===== config.mk =====
export PLATFORM = sky130hd
export DESIGN_NAME = be_top
export DESIGN_NICKNAME = d
export VERILOG_FILES = /design/src/be_isa_pkg.sv /design/src/fe_cmd_pkg.sv /design/src/be_decode.sv /design/src/be_director.sv /design/src/be_execute.sv /design/src/be_top.sv
export SDC_FILE = /design/constraint.sdc
export NUM_CORES = 1
export LEC_CHECK = 0
export ABC_AREA = 1
export BUFFER_PORTS_ARGS = -buffer_cell sky130_fd_sc_hd__buf_2
export CAP_MARGIN = 20
export CORE_UTILIZATION = 55
export CTS_CLUSTER_SIZE = 10
export DETAILED_ROUTE_END_ITERATION = 10
export HOLD_SLACK_MARGIN = 0.1
export PLACE_DENSITY = 0.82
export SLEW_MARGIN = 20
export SYNTH_ARGS = -nofsm -noshare
export SYNTH_HDL_FRONTEND = slang
export SYNTH_SLANG_ARGS = --single-unit

===== constraint.sdc =====
create_clock -name clk_i -period 11.6 [get_ports clk_i]
set_input_delay 2.32 -clock clk_i [delete_from_list [all_inputs] [get_ports clk_i]]
set_output_delay 2.32 -clock clk_i [all_outputs]
set_load 0.03 [all_outputs]

===== src/be_isa_pkg.sv =====
/*
 * Back-end ISA package
 * Widths, the opcode enum and the issue, decode and status bundles
 * that travel down the back-end pipeline
 */
`default_nettype none

package be_isa_pkg;

   localparam int vaddr_width = 32;
   localparam int data_width  = 32;
   localparam int meta_width  = 8;
   localparam int imm_width   = 16;

   // Codes above e_mret are illegal
   typedef enum logic [3:0] {
      e_alu    = 4'd0,
      e_beq    = 4'd1,
      e_bne    = 4'd2,
      e_blt    = 4'd3,
      e_jal    = 4'd4,
      e_jalr   = 4'd5,
      e_fencei = 4'd6,
      e_ecall  = 4'd7,
      e_mret   = 4'd8
   } be_opcode_e;

   // Branch compare kind
   typedef enum logic [1:0] {
      e_cmp_eq = 2'd0,
      e_cmp_ne = 2'd1,
      e_cmp_lt = 2'd2
   } be_cmp_e;

   // Issue packet from the front end
   typedef struct packed {
      logic                   valid;
      logic [vaddr_width-1:0] pc;
      be_opcode_e             opcode;
      logic [imm_width-1:0]   imm;
      logic [data_width-1:0]  rs1;
      logic [data_width-1:0]  rs2;
      logic [meta_width-1:0]  meta;
   } be_issue_s;

   typedef struct packed {
      logic                   valid;
      logic [vaddr_width-1:0] pc;
      logic                   is_branch;
      logic                   is_jump;
      logic                   jump_indirect;
      be_cmp_e                cmp;
      logic                   fencei;
      logic                   trap;
      logic                   ret;
      logic [vaddr_width-1:0] imm;
      logic [data_width-1:0]  rs1;
      logic [data_width-1:0]  rs2;
      logic [meta_width-1:0]  meta;
   } be_decode_s;

   // Resolved instruction as seen by the PC director
   typedef struct packed {
      logic                   ex_v;
      logic [vaddr_width-1:0] ex_pc;
      logic                   br_or_jmp;
      logic                   btaken;
      logic [vaddr_width-1:0] br_tgt;
      logic                   fencei_v;
      logic                   trap_v;
      logic                   ret_v;
      logic [meta_width-1:0]  meta;
   } be_status_s;

endpackage

`default_nettype wire


===== src/fe_cmd_pkg.sv =====
/*
 * Front-end command package
 * Command opcodes, redirect sub-opcodes and reasons, the command
 * bundle and the boot configuration
 */
`default_nettype none

package fe_cmd_pkg;

   typedef enum logic [2:0] {
      e_op_state_reset    = 3'd0,
      e_op_pc_redirection = 3'd1,
      e_op_icache_fence   = 3'd2,
      e_op_attaboy        = 3'd3
   } fe_opcode_e;

   // Only meaningful for redirects
   typedef enum logic [1:0] {
      e_subop_branch_mispredict = 2'd0,
      e_subop_trap              = 2'd1,
      e_subop_ret               = 2'd2
   } fe_subop_e;

   typedef enum logic {
      e_not_a_branch         = 1'b0,
      e_incorrect_prediction = 1'b1
   } fe_reason_e;

   typedef struct packed {
      fe_opcode_e                        opcode;
      logic [be_isa_pkg::vaddr_width-1:0] vaddr;
      fe_subop_e                         subop;
      fe_reason_e                        reason;
      logic [be_isa_pkg::meta_width-1:0]  meta;
   } fe_cmd_s;

   // Freeze holds the core in reset until the boot PC is loaded
   typedef struct packed {
      logic                              freeze;
      logic                              start_pc_w_v;
      logic [be_isa_pkg::vaddr_width-1:0] start_pc;
   } boot_cfg_s;

endpackage

`default_nettype wire

===== src/be_decode.sv =====
/*
 * Back-end decode stage
 * Classifies each issue packet and registers the control bundle
 */
`timescale 1ns/1ps
`default_nettype none

module be_decode (
   input  wire logic                   clk_i,
   input  wire logic                   reset_i,
   input  be_isa_pkg::be_issue_s       issue_i,
   output be_isa_pkg::be_decode_s      dec_o
);

   localparam int ext_width = be_isa_pkg::vaddr_width - be_isa_pkg::imm_width;

   be_isa_pkg::be_decode_s dec_n;
   be_isa_pkg::be_decode_s dec_r;

   always_comb
   begin
      dec_n       = '0;
      dec_n.valid = issue_i.valid;
      dec_n.pc    = issue_i.pc;
      dec_n.imm   = {{ext_width{issue_i.imm[be_isa_pkg::imm_width-1]}}, issue_i.imm};
      dec_n.rs1   = issue_i.rs1;
      dec_n.rs2   = issue_i.rs2;
      dec_n.meta  = issue_i.meta;

      case (issue_i.opcode)
         be_isa_pkg::e_alu:
         begin
            // Plain sequential instruction
         end
         be_isa_pkg::e_beq:
         begin
            dec_n.is_branch = 1'b1;
            dec_n.cmp       = be_isa_pkg::e_cmp_eq;
         end
         be_isa_pkg::e_bne:
         begin
            dec_n.is_branch = 1'b1;
            dec_n.cmp       = be_isa_pkg::e_cmp_ne;
         end
         be_isa_pkg::e_blt:
         begin
            dec_n.is_branch = 1'b1;
            dec_n.cmp       = be_isa_pkg::e_cmp_lt;
         end
         be_isa_pkg::e_jal:    dec_n.is_jump = 1'b1;
         be_isa_pkg::e_jalr:
         begin
            dec_n.is_jump       = 1'b1;
            dec_n.jump_indirect = 1'b1;
         end
         be_isa_pkg::e_fencei: dec_n.fencei = 1'b1;
         be_isa_pkg::e_ecall:  dec_n.trap   = 1'b1;
         be_isa_pkg::e_mret:   dec_n.ret    = 1'b1;
         // Illegal instruction traps
         default:              dec_n.trap   = 1'b1;
      endcase
   end

   // Only the valid bit is cleared, later stages gate on it
   always_ff @(posedge clk_i)
   begin
      if (reset_i)
         dec_r.valid <= 1'b0;
      else
         dec_r <= dec_n;
   end

   assign dec_o = dec_r;

endmodule

`default_nettype wire


===== src/be_director.sv =====
/*
 * PC director
 * Tracks the expected next PC, detects mispredictions and issues
 * boot, fence, redirect and attaboy commands to the front end
 */
`timescale 1ns/1ps
`default_nettype none

module be_director (
   input  wire logic                                clk_i,
   input  wire logic                                reset_i,
   input  fe_cmd_pkg::boot_cfg_s                    boot_cfg_i,
   input  be_isa_pkg::be_status_s                   status_i,
   input  wire logic [be_isa_pkg::vaddr_width-1:0]  tvec_i,
   input  wire logic [be_isa_pkg::vaddr_width-1:0]  epc_i,
   input  wire logic                                fe_cmd_ready_i,
   output fe_cmd_pkg::fe_cmd_s                      fe_cmd_o,
   output logic                                     fe_cmd_v_o,
   output logic                                     flush_o,
   output logic [be_isa_pkg::vaddr_width-1:0]       expected_npc_o,
   output logic [be_isa_pkg::vaddr_width-1:0]       pc_o
);

   localparam int vw = be_isa_pkg::vaddr_width;

   typedef enum logic [1:0] {
      e_reset = 2'd0,
      e_boot  = 2'd1,
      e_run   = 2'd2
   } dir_state_e;

   dir_state_e          state_r;
   dir_state_e          state_n;
   logic [vw-1:0]       npc_r;
   logic [vw-1:0]       npc_n;
   logic [vw-1:0]       pc_r;
   logic [vw-1:0]       npc_plus4;
   logic                npc_w_v;
   logic                mismatch;
   logic                accepted;
   logic                trap_v;
   logic                ret_v;
   logic                attaboy_pending_r;
   fe_cmd_pkg::fe_cmd_s fe_cmd;
   logic                fe_cmd_v;

   assign mismatch = (status_i.ex_pc != npc_r);
   assign accepted = status_i.ex_v & ~mismatch;

   // Trap and return only count on the expected path
   assign trap_v = accepted & status_i.trap_v;
   assign ret_v  = accepted & status_i.ret_v;

   assign npc_plus4 = npc_r + vw'(4);

   always_comb
   begin
      if (boot_cfg_i.start_pc_w_v)
         npc_n = boot_cfg_i.start_pc;
      else if (trap_v)
         npc_n = {tvec_i[vw-1:2], 2'b00};
      else if (ret_v)
         npc_n = epc_i;
      else if (status_i.btaken)
         npc_n = status_i.br_tgt;
      else
         npc_n = npc_plus4;
   end

   assign npc_w_v = boot_cfg_i.start_pc_w_v | accepted;

   always_ff @(posedge clk_i)
   begin
      if (reset_i)
      begin
         npc_r <= '0;
         pc_r  <= '0;
      end
      else if (npc_w_v)
      begin
         npc_r <= npc_n;
         pc_r  <= npc_r;
      end
   end

   // Remembers whether the last executed instruction could be mispredicted
   always_ff @(posedge clk_i)
   begin
      if (reset_i)
         attaboy_pending_r <= 1'b0;
      else if (status_i.ex_v)
         attaboy_pending_r <= status_i.br_or_jmp;
   end

   // Boot sequencing
   always_comb
   begin
      case (state_r)
         e_reset: state_n = boot_cfg_i.freeze ? e_reset : e_boot;
         e_boot:  state_n = fe_cmd_v ? e_run : e_boot;
         e_run:   state_n = e_run;
         default: state_n = e_reset;
      endcase
   end

   always_ff @(posedge clk_i)
   begin
      if (reset_i)
         state_r <= e_reset;
      else
         state_r <= state_n;
   end

   // Command selection, a command is dropped when the front end is busy
   always_comb
   begin
      fe_cmd   = '0;
      fe_cmd_v = 1'b0;

      if (state_r == e_boot)
      begin
         fe_cmd.opcode = fe_cmd_pkg::e_op_state_reset;
         fe_cmd.vaddr  = npc_r;
         fe_cmd_v      = fe_cmd_ready_i;
      end
      else if (accepted & status_i.fencei_v)
      begin
         fe_cmd.opcode = fe_cmd_pkg::e_op_icache_fence;
         fe_cmd.vaddr  = npc_n;
         fe_cmd_v      = fe_cmd_ready_i;
      end
      else if (trap_v | ret_v)
      begin
         fe_cmd.opcode = fe_cmd_pkg::e_op_pc_redirection;
         fe_cmd.vaddr  = npc_n;
         fe_cmd.subop  = trap_v ? fe_cmd_pkg::e_subop_trap : fe_cmd_pkg::e_subop_ret;
         fe_cmd.reason = fe_cmd_pkg::e_not_a_branch;
         fe_cmd.meta   = status_i.meta;
         fe_cmd_v      = fe_cmd_ready_i;
      end
      else if (status_i.ex_v & mismatch)
      begin
         fe_cmd.opcode = fe_cmd_pkg::e_op_pc_redirection;
         fe_cmd.vaddr  = npc_r;
         fe_cmd.subop  = fe_cmd_pkg::e_subop_branch_mispredict;
         fe_cmd.reason = attaboy_pending_r ? fe_cmd_pkg::e_incorrect_prediction
                                           : fe_cmd_pkg::e_not_a_branch;
         fe_cmd.meta   = status_i.meta;
         fe_cmd_v      = fe_cmd_ready_i;
      end
      else if (accepted & attaboy_pending_r)
      begin
         fe_cmd.opcode = fe_cmd_pkg::e_op_attaboy;
         fe_cmd.vaddr  = status_i.ex_pc;
         fe_cmd.meta   = status_i.meta;
         fe_cmd_v      = fe_cmd_ready_i;
      end
   end

   // Mispredicts and attaboys leave the pipeline alone
   assign flush_o = (fe_cmd_v & (fe_cmd.opcode != fe_cmd_pkg::e_op_attaboy)
                              & (fe_cmd.opcode != fe_cmd_pkg::e_op_pc_redirection))
                    | trap_v;

   assign fe_cmd_o       = fe_cmd;
   assign fe_cmd_v_o     = fe_cmd_v;
   assign expected_npc_o = npc_r;
   assign pc_o           = pc_r;

endmodule

`default_nettype wire


===== src/be_execute.sv =====
/*
 * Back-end execute stage
 * Resolves branches and jumps and registers the status bundle
 * for the PC director
 */
`timescale 1ns/1ps
`default_nettype none

module be_execute (
   input  wire logic                   clk_i,
   input  wire logic                   reset_i,
   input  be_isa_pkg::be_decode_s      dec_i,
   output be_isa_pkg::be_status_s      status_o
);

   logic                               cond;
   logic                               taken;
   logic [be_isa_pkg::vaddr_width-1:0] tgt_sum;
   be_isa_pkg::be_status_s             status_n;
   be_isa_pkg::be_status_s             status_r;

   // Branch condition on the operands
   always_comb
   begin
      case (dec_i.cmp)
         be_isa_pkg::e_cmp_eq: cond = (dec_i.rs1 == dec_i.rs2);
         be_isa_pkg::e_cmp_ne: cond = (dec_i.rs1 != dec_i.rs2);
         be_isa_pkg::e_cmp_lt: cond = ($signed(dec_i.rs1) < $signed(dec_i.rs2));
         default:              cond = 1'b0;
      endcase
   end

   assign taken = dec_i.is_jump | (dec_i.is_branch & cond);

   // jalr is register relative, everything else PC relative
   assign tgt_sum = dec_i.jump_indirect ? dec_i.rs1 + dec_i.imm : dec_i.pc + dec_i.imm;

   always_comb
   begin
      status_n.ex_v      = dec_i.valid;
      status_n.ex_pc     = dec_i.pc;
      status_n.br_or_jmp = dec_i.valid & (dec_i.is_branch | dec_i.is_jump);
      status_n.btaken    = dec_i.valid & taken;
      status_n.br_tgt    = {tgt_sum[be_isa_pkg::vaddr_width-1:1],
                            tgt_sum[0] & ~dec_i.jump_indirect};
      status_n.fencei_v  = dec_i.valid & dec_i.fencei;
      status_n.trap_v    = dec_i.valid & dec_i.trap;
      status_n.ret_v     = dec_i.valid & dec_i.ret;
      status_n.meta      = dec_i.meta;
   end

   // Control flags cleared on reset, PCs and metadata left alone
   always_ff @(posedge clk_i)
   begin
      if (reset_i)
      begin
         status_r.ex_v      <= 1'b0;
         status_r.br_or_jmp <= 1'b0;
         status_r.btaken    <= 1'b0;
         status_r.fencei_v  <= 1'b0;
         status_r.trap_v    <= 1'b0;
         status_r.ret_v     <= 1'b0;
      end
      else
         status_r <= status_n;
   end

   assign status_o = status_r;

endmodule

`default_nettype wire


===== src/be_top.sv =====
/*
 * Back-end control top level
 * Decode, execute and the PC director in a fixed three-stage chain
 */
`timescale 1ns/1ps
`default_nettype none

module be_top (
   input  wire logic                                clk_i,
   input  wire logic                                reset_i,
   input  be_isa_pkg::be_issue_s                    issue_i,
   input  fe_cmd_pkg::boot_cfg_s                    boot_cfg_i,
   input  wire logic [be_isa_pkg::vaddr_width-1:0]  tvec_i,
   input  wire logic [be_isa_pkg::vaddr_width-1:0]  epc_i,
   input  wire logic                                fe_cmd_ready_i,
   output fe_cmd_pkg::fe_cmd_s                      fe_cmd_o,
   output logic                                     fe_cmd_v_o,
   output logic                                     flush_o,
   output logic [be_isa_pkg::vaddr_width-1:0]       expected_npc_o,
   output logic [be_isa_pkg::vaddr_width-1:0]       pc_o
);

   be_isa_pkg::be_decode_s dec;
   be_isa_pkg::be_status_s status;

   be_decode decode_inst (
      .clk_i   (clk_i),
      .reset_i (reset_i),
      .issue_i (issue_i),
      .dec_o   (dec)
   );

   be_execute execute_inst (
      .clk_i    (clk_i),
      .reset_i  (reset_i),
      .dec_i    (dec),
      .status_o (status)
   );

   be_director director_inst (
      .clk_i          (clk_i),
      .reset_i        (reset_i),
      .boot_cfg_i     (boot_cfg_i),
      .status_i       (status),
      .tvec_i         (tvec_i),
      .epc_i          (epc_i),
      .fe_cmd_ready_i (fe_cmd_ready_i),
      .fe_cmd_o       (fe_cmd_o),
      .fe_cmd_v_o     (fe_cmd_v_o),
      .flush_o        (flush_o),
      .expected_npc_o (expected_npc_o),
      .pc_o           (pc_o)
   );

endmodule

`default_nettype wire


* Yosys cells after proc, flatten, opt, wreduce, memory -nomap -nowiden *
Cells that the tools add are included.

word-level totals
  bits in registers = 274
  latch bits = 0
  RAM bits = 0
  memory bits (read-only) = 0
  input port bits = 226
  output and inout bits = 112
  logic and storage cells = 107
  memories = 0

operators by class
  add/sub/neg operators = 3
  multipliers = 0
  divide/modulo/power cells = 0
  magnitude comparators = 1
  eq/ne operators = 16
  shift-type cells = 0
  multiplexer cells = 33
  bitwise logic cells = 22
  reductions and logical operators = 6

operators with widths
  cell                                           count
  two-way mux 32 bit                             5
  two-way mux 35 bit                             3
  adder 32 bit                                   2
  != test 32 bit                                 2
  two-way mux 46 bit                             1
  two-way mux 34 bit                             1
  adder 32 x 3 -> 32 bit, second input constant  1
  == test 32 bit                                 1
  less-than comparator 32 bit                    1
  two-way mux 11 bit                             2
  two-way mux 8 bit                              2
  bitwise AND 1 bit                              15
  two-way mux 1 bit                              14
  == test 4 x 3 -> 1 bit, second input constant  3
  == test 4 x 2 -> 1 bit, second input constant  2
  OR reduction 8 bit                             1
  case mux 2 bit (3 select lines)                1
  bitwise OR 1 bit                               5
  == test 2 x 1 -> 1 bit, second input constant  2
  == test 2 bit, second input constant           2
  == test 4 x 1 -> 1 bit, second input constant  1
  == test 4 bit, second input constant           1
  zero test 2 bit                                2
  zero test 4 bit                                1
  other kinds (8)                                10

* Depth between registers and ports, before layout *
Gate-level depths: netlist of the first run.

  depth in word-level cells = 14
  depth in mapped cells = 20
  gate-level depth less buffers = 18

* Modules after synthesis *
From an unflattened synthesis of the first run, not the netlist that was laid out.

unflattened totals
  cells, all modules = 1990
  area, all modules = 16056.6 µm²

modules (own cells, without submodules)
  module       times used  cells each  area each (µm²)  sequential area each (µm²)
  be_director  1           1235        6477.5           1341.3
  be_execute   1           585         5476.5           2282.2
  be_decode    1           170         4102.7           3863.7

* Least setup slack after synthesis of the first run *
No wires, ideal clock.

  path kind = input -> register
  start = in reset_i
  end = reg director_inst.pc_r[26] (netlist: director_inst.pc_o[26])
  setup time = 96 ps
  arrival time = 9052 ps
  data required time = 11504 ps
  setup slack = 2452 ps
  stages on the path = 5
  path buffers = 2
  cells stage by stage = inv_1 -> clkbuf_1 -> clkbuf_1 -> o21ai_0 -> a21oi_1

RTL lines
  what                  RTL line           source
  start, declared       be_top.sv:10       input wire logic reset_i,
  end signal, assigned  be_director.sv:82  pc_r <= npc_r;
  end, declared         be_director.sv:36  logic [vw-1:0] pc_r;

==> results.tsv, run 1 <==
metric	value	unit
synth top area cells	edfxtp_1 37%, nand2_1 13%, dfxtp_1 9.2%	
first-pass GRT wire length	73500	µm
met2 usage	49.6	%
DRT iter0 DRCs	1487	
HPWL after detailed placement	36300	µm
row count	62	
P&R area growth vs syn	17.4	%
Seq cells post-synth	274	
Worst-Margin Slew	1.19	ns
most frequent cell after synthesis	nand2_1	
die height	173	µm
CP required	9.28	ns
clock network fraction of design power	35.6	%
adder-cell share of the synthesized area	5.11	%
status	finished, final reports clean	
htree depth	2	
Pwr Total	2.73	mW
met3 Usage GRT	5.87	%
Hold Violations, Final	0	
first drt pass iteration count	5	
Setup Skew	0.0175	ns
global routing's busiest layer	met2	
YS warnings	0	
CTS Root Buffer Type	clkbuf_16	
Post-DRT Antenna Nets	0	
CP startpoint kind	input pin	
# setup viols final	0	
CP max FO	63	
vias in the first global route	13600	
Power Dens Cells	145	nW/µm²
mux contribution to synthesized area	2.10	%
CP startpoint	boot_cfg_i[32]	
largest family of logic cells by synthesized area	simple AND/OR/NAND/NOR gates	
hold buffer count at CTS	0	
RSZ-0062 raised after global routing	no	
setup TNS	0	ns
Sw Share	29.8	%
Synth Area in XOR/XNOR	2.18	%
Internal Pwr Total	1.92	mW
global-route congestion overflow total	0	
Slew Limit Headroom	20.6	%
max-slew violation count	0	
die footprint	29900	µm²
pin count of the biggest net entering global routing	182	
Num CTS Buffers	34	
Die W	173	µm
Max Cap Viol	0	
CP arrival	4.00	ns
sw power	0.814	mW
Post-Syn Area	16100	µm²
final worst-path cycle share	54.5	%
worst min-delay path class	reg -> reg	
count of unique library cells instantiated by Yosys	52	
GP Congestion	0.988	
diode count	0	
Std-Cell Core Area	28700	µm²
WL per Instance	18.0	µm
post-route DRC violation count	0	
met1 track demand over resource	43.4	%
Post-Route WL	48000	µm
Via density	5.46	
CP Class	in -> out	
total track usage	31.6	%
Post-Syn Nets	2266	
reg2reg start	decode_inst.dec_o[109]$_DFFE_PN_	
Max Freq	0.158	GHz
# nets final	2555	
post-cts resize count	0	
top post-synthesis cells by count	568 x nand2_1, 204 x inv_1, 200 x edfxtp_1, 159 x nor2_1	
starting density of the core	56.0	%
leak pwr	8.89	nW
later-pin clock latency in the skew report	0.52	ns
Buffers on Ports	334	
I/O Pins	338	
Sink Count	274	
Synth Area in Simple Gates	25.4	%
Post-synth ARST share	0	%
Sequential Power Share	45.2	%
postcts setup bufs	0	
Final min period	6.32	ns
Synth area leader	edfxtp_1	
initial antenna violation count	0	
Mean Syn Cell Area	8.13	µm²
Worst IR Drop VDD	131	µV
Compound-Gate Fraction of Synth Area	10.4	%
combinational power share	19.2	%
CTS tree	built	
critical hold path startpoint	decode_inst.dec_o[6]$_DFFE_PN_	
area share of the largest cell type after synthesis	37.4	%
clock slew at reported path FFs	0.05	ns
vias post-DR	14600	
post-synthesis sequential area ratio	46.6	%
EDFF count, synth	200	
CTS max path bufs	3	
top_reg_cell synth	edfxtp_1	
Synth Instances	1975	
fraction of layout cells with a size suffix above 1	21.7	%
crit end category	output pin	
area by class of cell:
type	count	area, µm²
clock buffer	57	967
timing repair buffer	341	1720
clock inverter	4	63.8
sequential	274	7490
fill	2418	9850
multi-input combinational	1389	7280
tap	384	480
inverter	224	848
stage by stage:
| step | cells | cell area (µm²) | utilization (%) | setup slack (ns) | hold WS (ns) |
|---|---|---|---|---|---|
| floorplan | 1975 | 16100 | - | 2.45 | 0.400 |
| global placement | 2612 | 17800 | 62.1 | 5.44 | 0.401 |
| detailed placement | 2612 | 17800 | 62.1 | 5.37 | 0.405 |
| CTS | 2673 | 18800 | 65.7 | 5.37 | 0.417 |
| global route | 2673 | 18900 | 65.7 | 5.14 | 0.422 |
| finish | 2673 | 18900 | 65.7 | 5.28 | 0.415 |
per-layer routing:
metal	vias to the layer above	wire length, µm
li1	7130	-
met1	6579	20300
met2	792	21600
met3	98	4500
met4	0	1600
met5	-	0
kinds of logic (layout without fill, tap and decap cells):
| family | count (synthesis) | after routing |
|---|---|---|
| muxes | 30 | 30 |
| xor gates and xnor gates | 40 | 40 |
| adders and majority gates | 65 | 65 |
| AOI/OAI and AO/OA | 296 | 296 |
| and+or+nand+nor | 957 | 957 |
| other | 1 | 1 |
| DFF | 274 | 274 |
| buffers and inverters | 312 | 626 |
cells in the final DEF, fill, tap and decap left out, types with 2 or more instances in the layout:
master and instances:
o22ai_1 15, edfxtp_1 200, buf_4 7, inv_2 19, o211ai_1 3, ha_1 64, buf_2 334, clkbuf_8 3
a211oi_1 3, or2_2 34, xnor2_1 9, nor2_4 3, nor2_1 158, nor3_1 18, inv_1 203, clkbuf_16 34
o21ai_0 114, nand3_1 106, nand2_4 4, mux2_2 29, nand4_1 44, a31oi_1 6, nand3_2 3, nand2_2 5
nor4_1 4, nand2_1 568, clkbuf_1 20, a21oi_1 114, xor2_1 31, nand3b_1 3, a22oi_1 6, dfxtp_1 74
nor2_8 2, o21ai_1 13, a22oi_2 9, nor2_2 2, a21o_1 5
flip-flops by register name, summed over array words and instances (netlist names):
| register | cells |
|---|---|
| decode_inst.dec_o | 129 |
| director_inst.pc_o | 32 |
| execute_inst.status_o | 78 |
| director_inst.state_r | 2 |
| director_inst.expected_npc_o | 32 |
| director_inst.attaboy_pending_r | 1 |
final timing paths:
check                                   endpoint  slack [ns]  cells after the start
max                                 fe_cmd_o[30]        5.28                     10
min           execute_inst.status_o[6]$_DFFE_PN_        0.42                      0
max reg2reg  execute_inst.status_o[35]$_DFFE_PN_        8.20                     14
min reg2reg   execute_inst.status_o[6]$_DFFE_PN_        0.42                      0
power by group through the flow:
stage	clock, mW	combinational, mW	sequential, mW
6_report	0.972	0.525	1.24
5_1_grt	1.03	0.581	1.24
4_1_cts	0.989	0.519	1.23
3_5_place_dp	0	0.515	1.25
3_3_place_gp	0	0.503	1.25
2_1_floorplan	0	0.339	1.25
worst max-delay path, stage by stage:
cell and delay, ns:
buf_2 0.12, inv_2 0.68, nand2_1 0.13, inv_1 0.09
nand3_1 0.07, nand2_1 0.09, nand2_1 0.06, nand2_1 0.07
nand2_1 0.13, buf_2 0.21
No activity file was read; power rests on OpenSTA's default activity.
==> inputs of run 2 (changes only) <==
==> constraint.sdc (replaced) <==
create_clock -name clk_i -period 6.59 [get_ports clk_i]
set_input_delay 1.318 -clock clk_i [delete_from_list [all_inputs] [get_ports clk_i]]
set_output_delay 1.318 -clock clk_i [all_outputs]
set_load 0.03 [all_outputs]
==> run 2 against run 1 <==
  * Register-to-register slack worse by 5.0 ns
  * Global-route usage rose by 1.3 points
  * Final cell count shrank 0.15%
  * Power increased by 69%
  * Clock-buffer cell count shrank 2
  * First-iteration DRC count grew 1.1%
  * Die area unchanged
  * Non-clock buffer count rose by 1
  * Critical path type is now reg -> out
  * Critical endpoint is now fe_cmd_o[41]
  * Largest power group unchanged
==> results.tsv, run 2 (synthesis results as in run 1) <==
metric	value	unit	change
status	finished, final reports clean		unchanged
met2 usage	54.0	%	was 49.6%
leak pwr	8.83	nW	was 8.89 nW
Worst IR Drop VDD	385	µV	was 131 µV
Setup Skew	0.0133	ns	was 0.0175 ns
CTS max path bufs	3		unchanged
die footprint	29900	µm²	unchanged
first-pass GRT wire length	76600	µm	was 73,500 µm
CTS tree	built		unchanged
Max Freq	0.189	GHz	
total track usage	32.9	%	was 31.6%
row count	62		unchanged
met3 Usage GRT	5.43	%	was 5.87%
CP Class	reg -> out		was in -> out
WL per Instance	18.6	µm	was 18.0 µm
pin count of the biggest net entering global routing	127		was 182
pre-CTS WS	1.96	ns	was 5.37 ns
area occupied by multi-input gates	7280	µm²	unchanged
Worst Hold End	execute_inst.status_o[7]$_DFFE_PN_		was execute_inst.status_o[6]$_DFFE_PN_
commonest non-fill, non-tap cells in the layout	568 x nand2_1, 334 x buf_2, 203 x inv_1, 200 x edfxtp_1, 158 x nor2_1		unchanged
Max Cap Viol	0		unchanged
Final min period	5.28	ns	
later-pin clock latency in the skew report	0.55	ns	was 0.52 ns
worst reg2reg endpoint	execute_inst.status_o[35]$_DFFE_PN_		unchanged
Hold Violations, Final	0		unchanged
reg2reg start	decode_inst.dec_o[109]$_DFFE_PN_		unchanged
DRT iter0 DRCs	1504		was 1,487
CP arrival	3.97	ns	was 4.00 ns
CP required	5.27	ns	was 9.28 ns
initial antenna violation count	0		unchanged
Buffers on Ports	334		unchanged
Worst-Margin Slew	0.989	ns	was 1.19 ns
Num CTS Buffers	31		was 34
hold buffer count at CTS	0		unchanged
CP max FO	28		was 63
filler cell count in the final layout	2472		was 2,418
reg2reg path depth	14		unchanged
vias post-DR	14600		about the same
Die W	173	µm	unchanged
Post-DRT Antenna Nets	0		unchanged
reg-to-reg setup timing slack	3.20	ns	was 8.20 ns
crit end category	output pin		unchanged
Via density	5.48		was 5.46
max-slew violation count	0		unchanged
Post-Route WL	49700	µm	was 48,000 µm
critical hold path startpoint	decode_inst.dec_o[7]$_DFFE_PN_		was decode_inst.dec_o[6]$_DFFE_PN_
worst min-delay path class	reg -> reg		unchanged
post-cts resize count	0		unchanged
RSZ-0062 raised after global routing	no		unchanged
Worst Hold Path Cells	0		unchanged
clock slew at reported path FFs	0.06	ns	was 0.05 ns
htree depth	1		was 2
post-route setup slack	1.31	ns	was 5.28 ns
met1 track demand over resource	44.7	%	was 43.4%
max reg flops	129		unchanged
setup TNS	0	ns	unchanged
HPWL after detailed placement	37700	µm	was 36,300 µm
# nets final	2553		was 2,555
commonest non-fill, non-tap cell in the layout	nand2_1		unchanged
fraction of layout cells with a size suffix above 1	21.4	%	was 21.7%
I/O Pins	338		unchanged
first drt pass iteration count	6		was 5
register area	7490	µm²	about the same
CP startpoint kind	flop		was input pin
postcts setup bufs	0		unchanged
CTS Root Buffer Type	clkbuf_16		unchanged
GP Congestion	0.993		was 0.988
Slew Limit Headroom	34.0	%	was 20.6%
vias in the first global route	13900		was 13,600
# setup viols final	0		unchanged
die height	173	µm	unchanged
Std-Cell Core Area	28700	µm²	unchanged
post-route DRC violation count	0		unchanged
Power Dens Cells	248	nW/µm²	was 145 nW/µm²
global-route congestion overflow total	0		unchanged
diode count	0		unchanged
P&R area growth vs syn	16.5	%	was 17.4%
Sink Count	274		unchanged
starting density of the core	56.0	%	unchanged
final worst-path cycle share	80.2	%	
global routing's busiest layer	met2		unchanged
[run 2: worst max-delay path, stage by stage (launching register included)]
cell	delay, ns
dfxtp_1	0.66
inv_1	0.18
nand2_1	0.09
nand2_1	0.05
nor2_1	0.11
nand2_1	0.08
nor2_1	0.21
nand2_2	0.12
nor2_8	0.39
o211ai_4	0.42
a21oi_4	0.59
nand3_1	0.15
nand2_1	0.13
buf_2	0.21
[run 2: worst max path at each step]
stage / from / slack, ns / cells past startpoint / endpoint
2_1_floorplan: reset_i / 1.69 / 5 / director_inst.pc_o[26]$_SDFFE_PP0P_
3_3_place_gp: execute_inst.status_o[77]$_SDFF_PP0_ / 1.98 / 7 / fe_cmd_o[31]
3_5_place_dp: director_inst.expected_npc_o[28]$_SDFFE_PP0P_ / 1.96 / 15 / fe_cmd_o[34]
4_1_cts: director_inst.expected_npc_o[28]$_SDFFE_PP0P_ / 1.34 / 15 / fe_cmd_o[34]
5_1_grt: director_inst.expected_npc_o[7]$_SDFFE_PP0P_ / 1.04 / 15 / fe_cmd_o[34]
6_report: director_inst.expected_npc_o[22]$_SDFFE_PP0P_ / 1.31 / 13 / fe_cmd_o[41]
[run 2: per-layer routing]
metal | up-vias | part of all wire [%]
li1 | 7139 | -
met1 | 6636 | 42
met2 | 764 | 46
met3 | 74 | 9.0
met4 | 0 | 2.8
met5 | - | 0
[run 2: layout make-up]
cell class	instances	area share, %
Clock buffer	55	4.68
Clock inverter	1	0.0267
Inverter	224	4.53
Multi-Input combinational cell	1389	38.9
Sequential cell	274	40.0
Tap cell	384	2.57
Timing Repair Buffer	342	9.25
[run 2: report_power, final]
part           total (mW)  leakage [nW]  switching (mW)  internal, mW
logic               0.930          5.84           0.607         0.323
registers            2.17          2.57           0.125          2.05
clock network        1.53         0.420           0.647         0.884
[run 2: stage by stage]
step           hold slack, ns  power (mW)  utilization [%]  area (µm²)  cells
2_1_floorplan           0.400        2.79                -       16100   1975
3_3_place_gp            0.400        3.08             62.1       17800   2613
3_5_place_dp            0.405        3.11             62.1       17800   2613
4_1_cts                 0.419        4.64             65.2       18700   2669
5_1_grt                 0.424        4.83             65.2       18700   2669
6_report                0.417        4.63             65.2       18700   2669
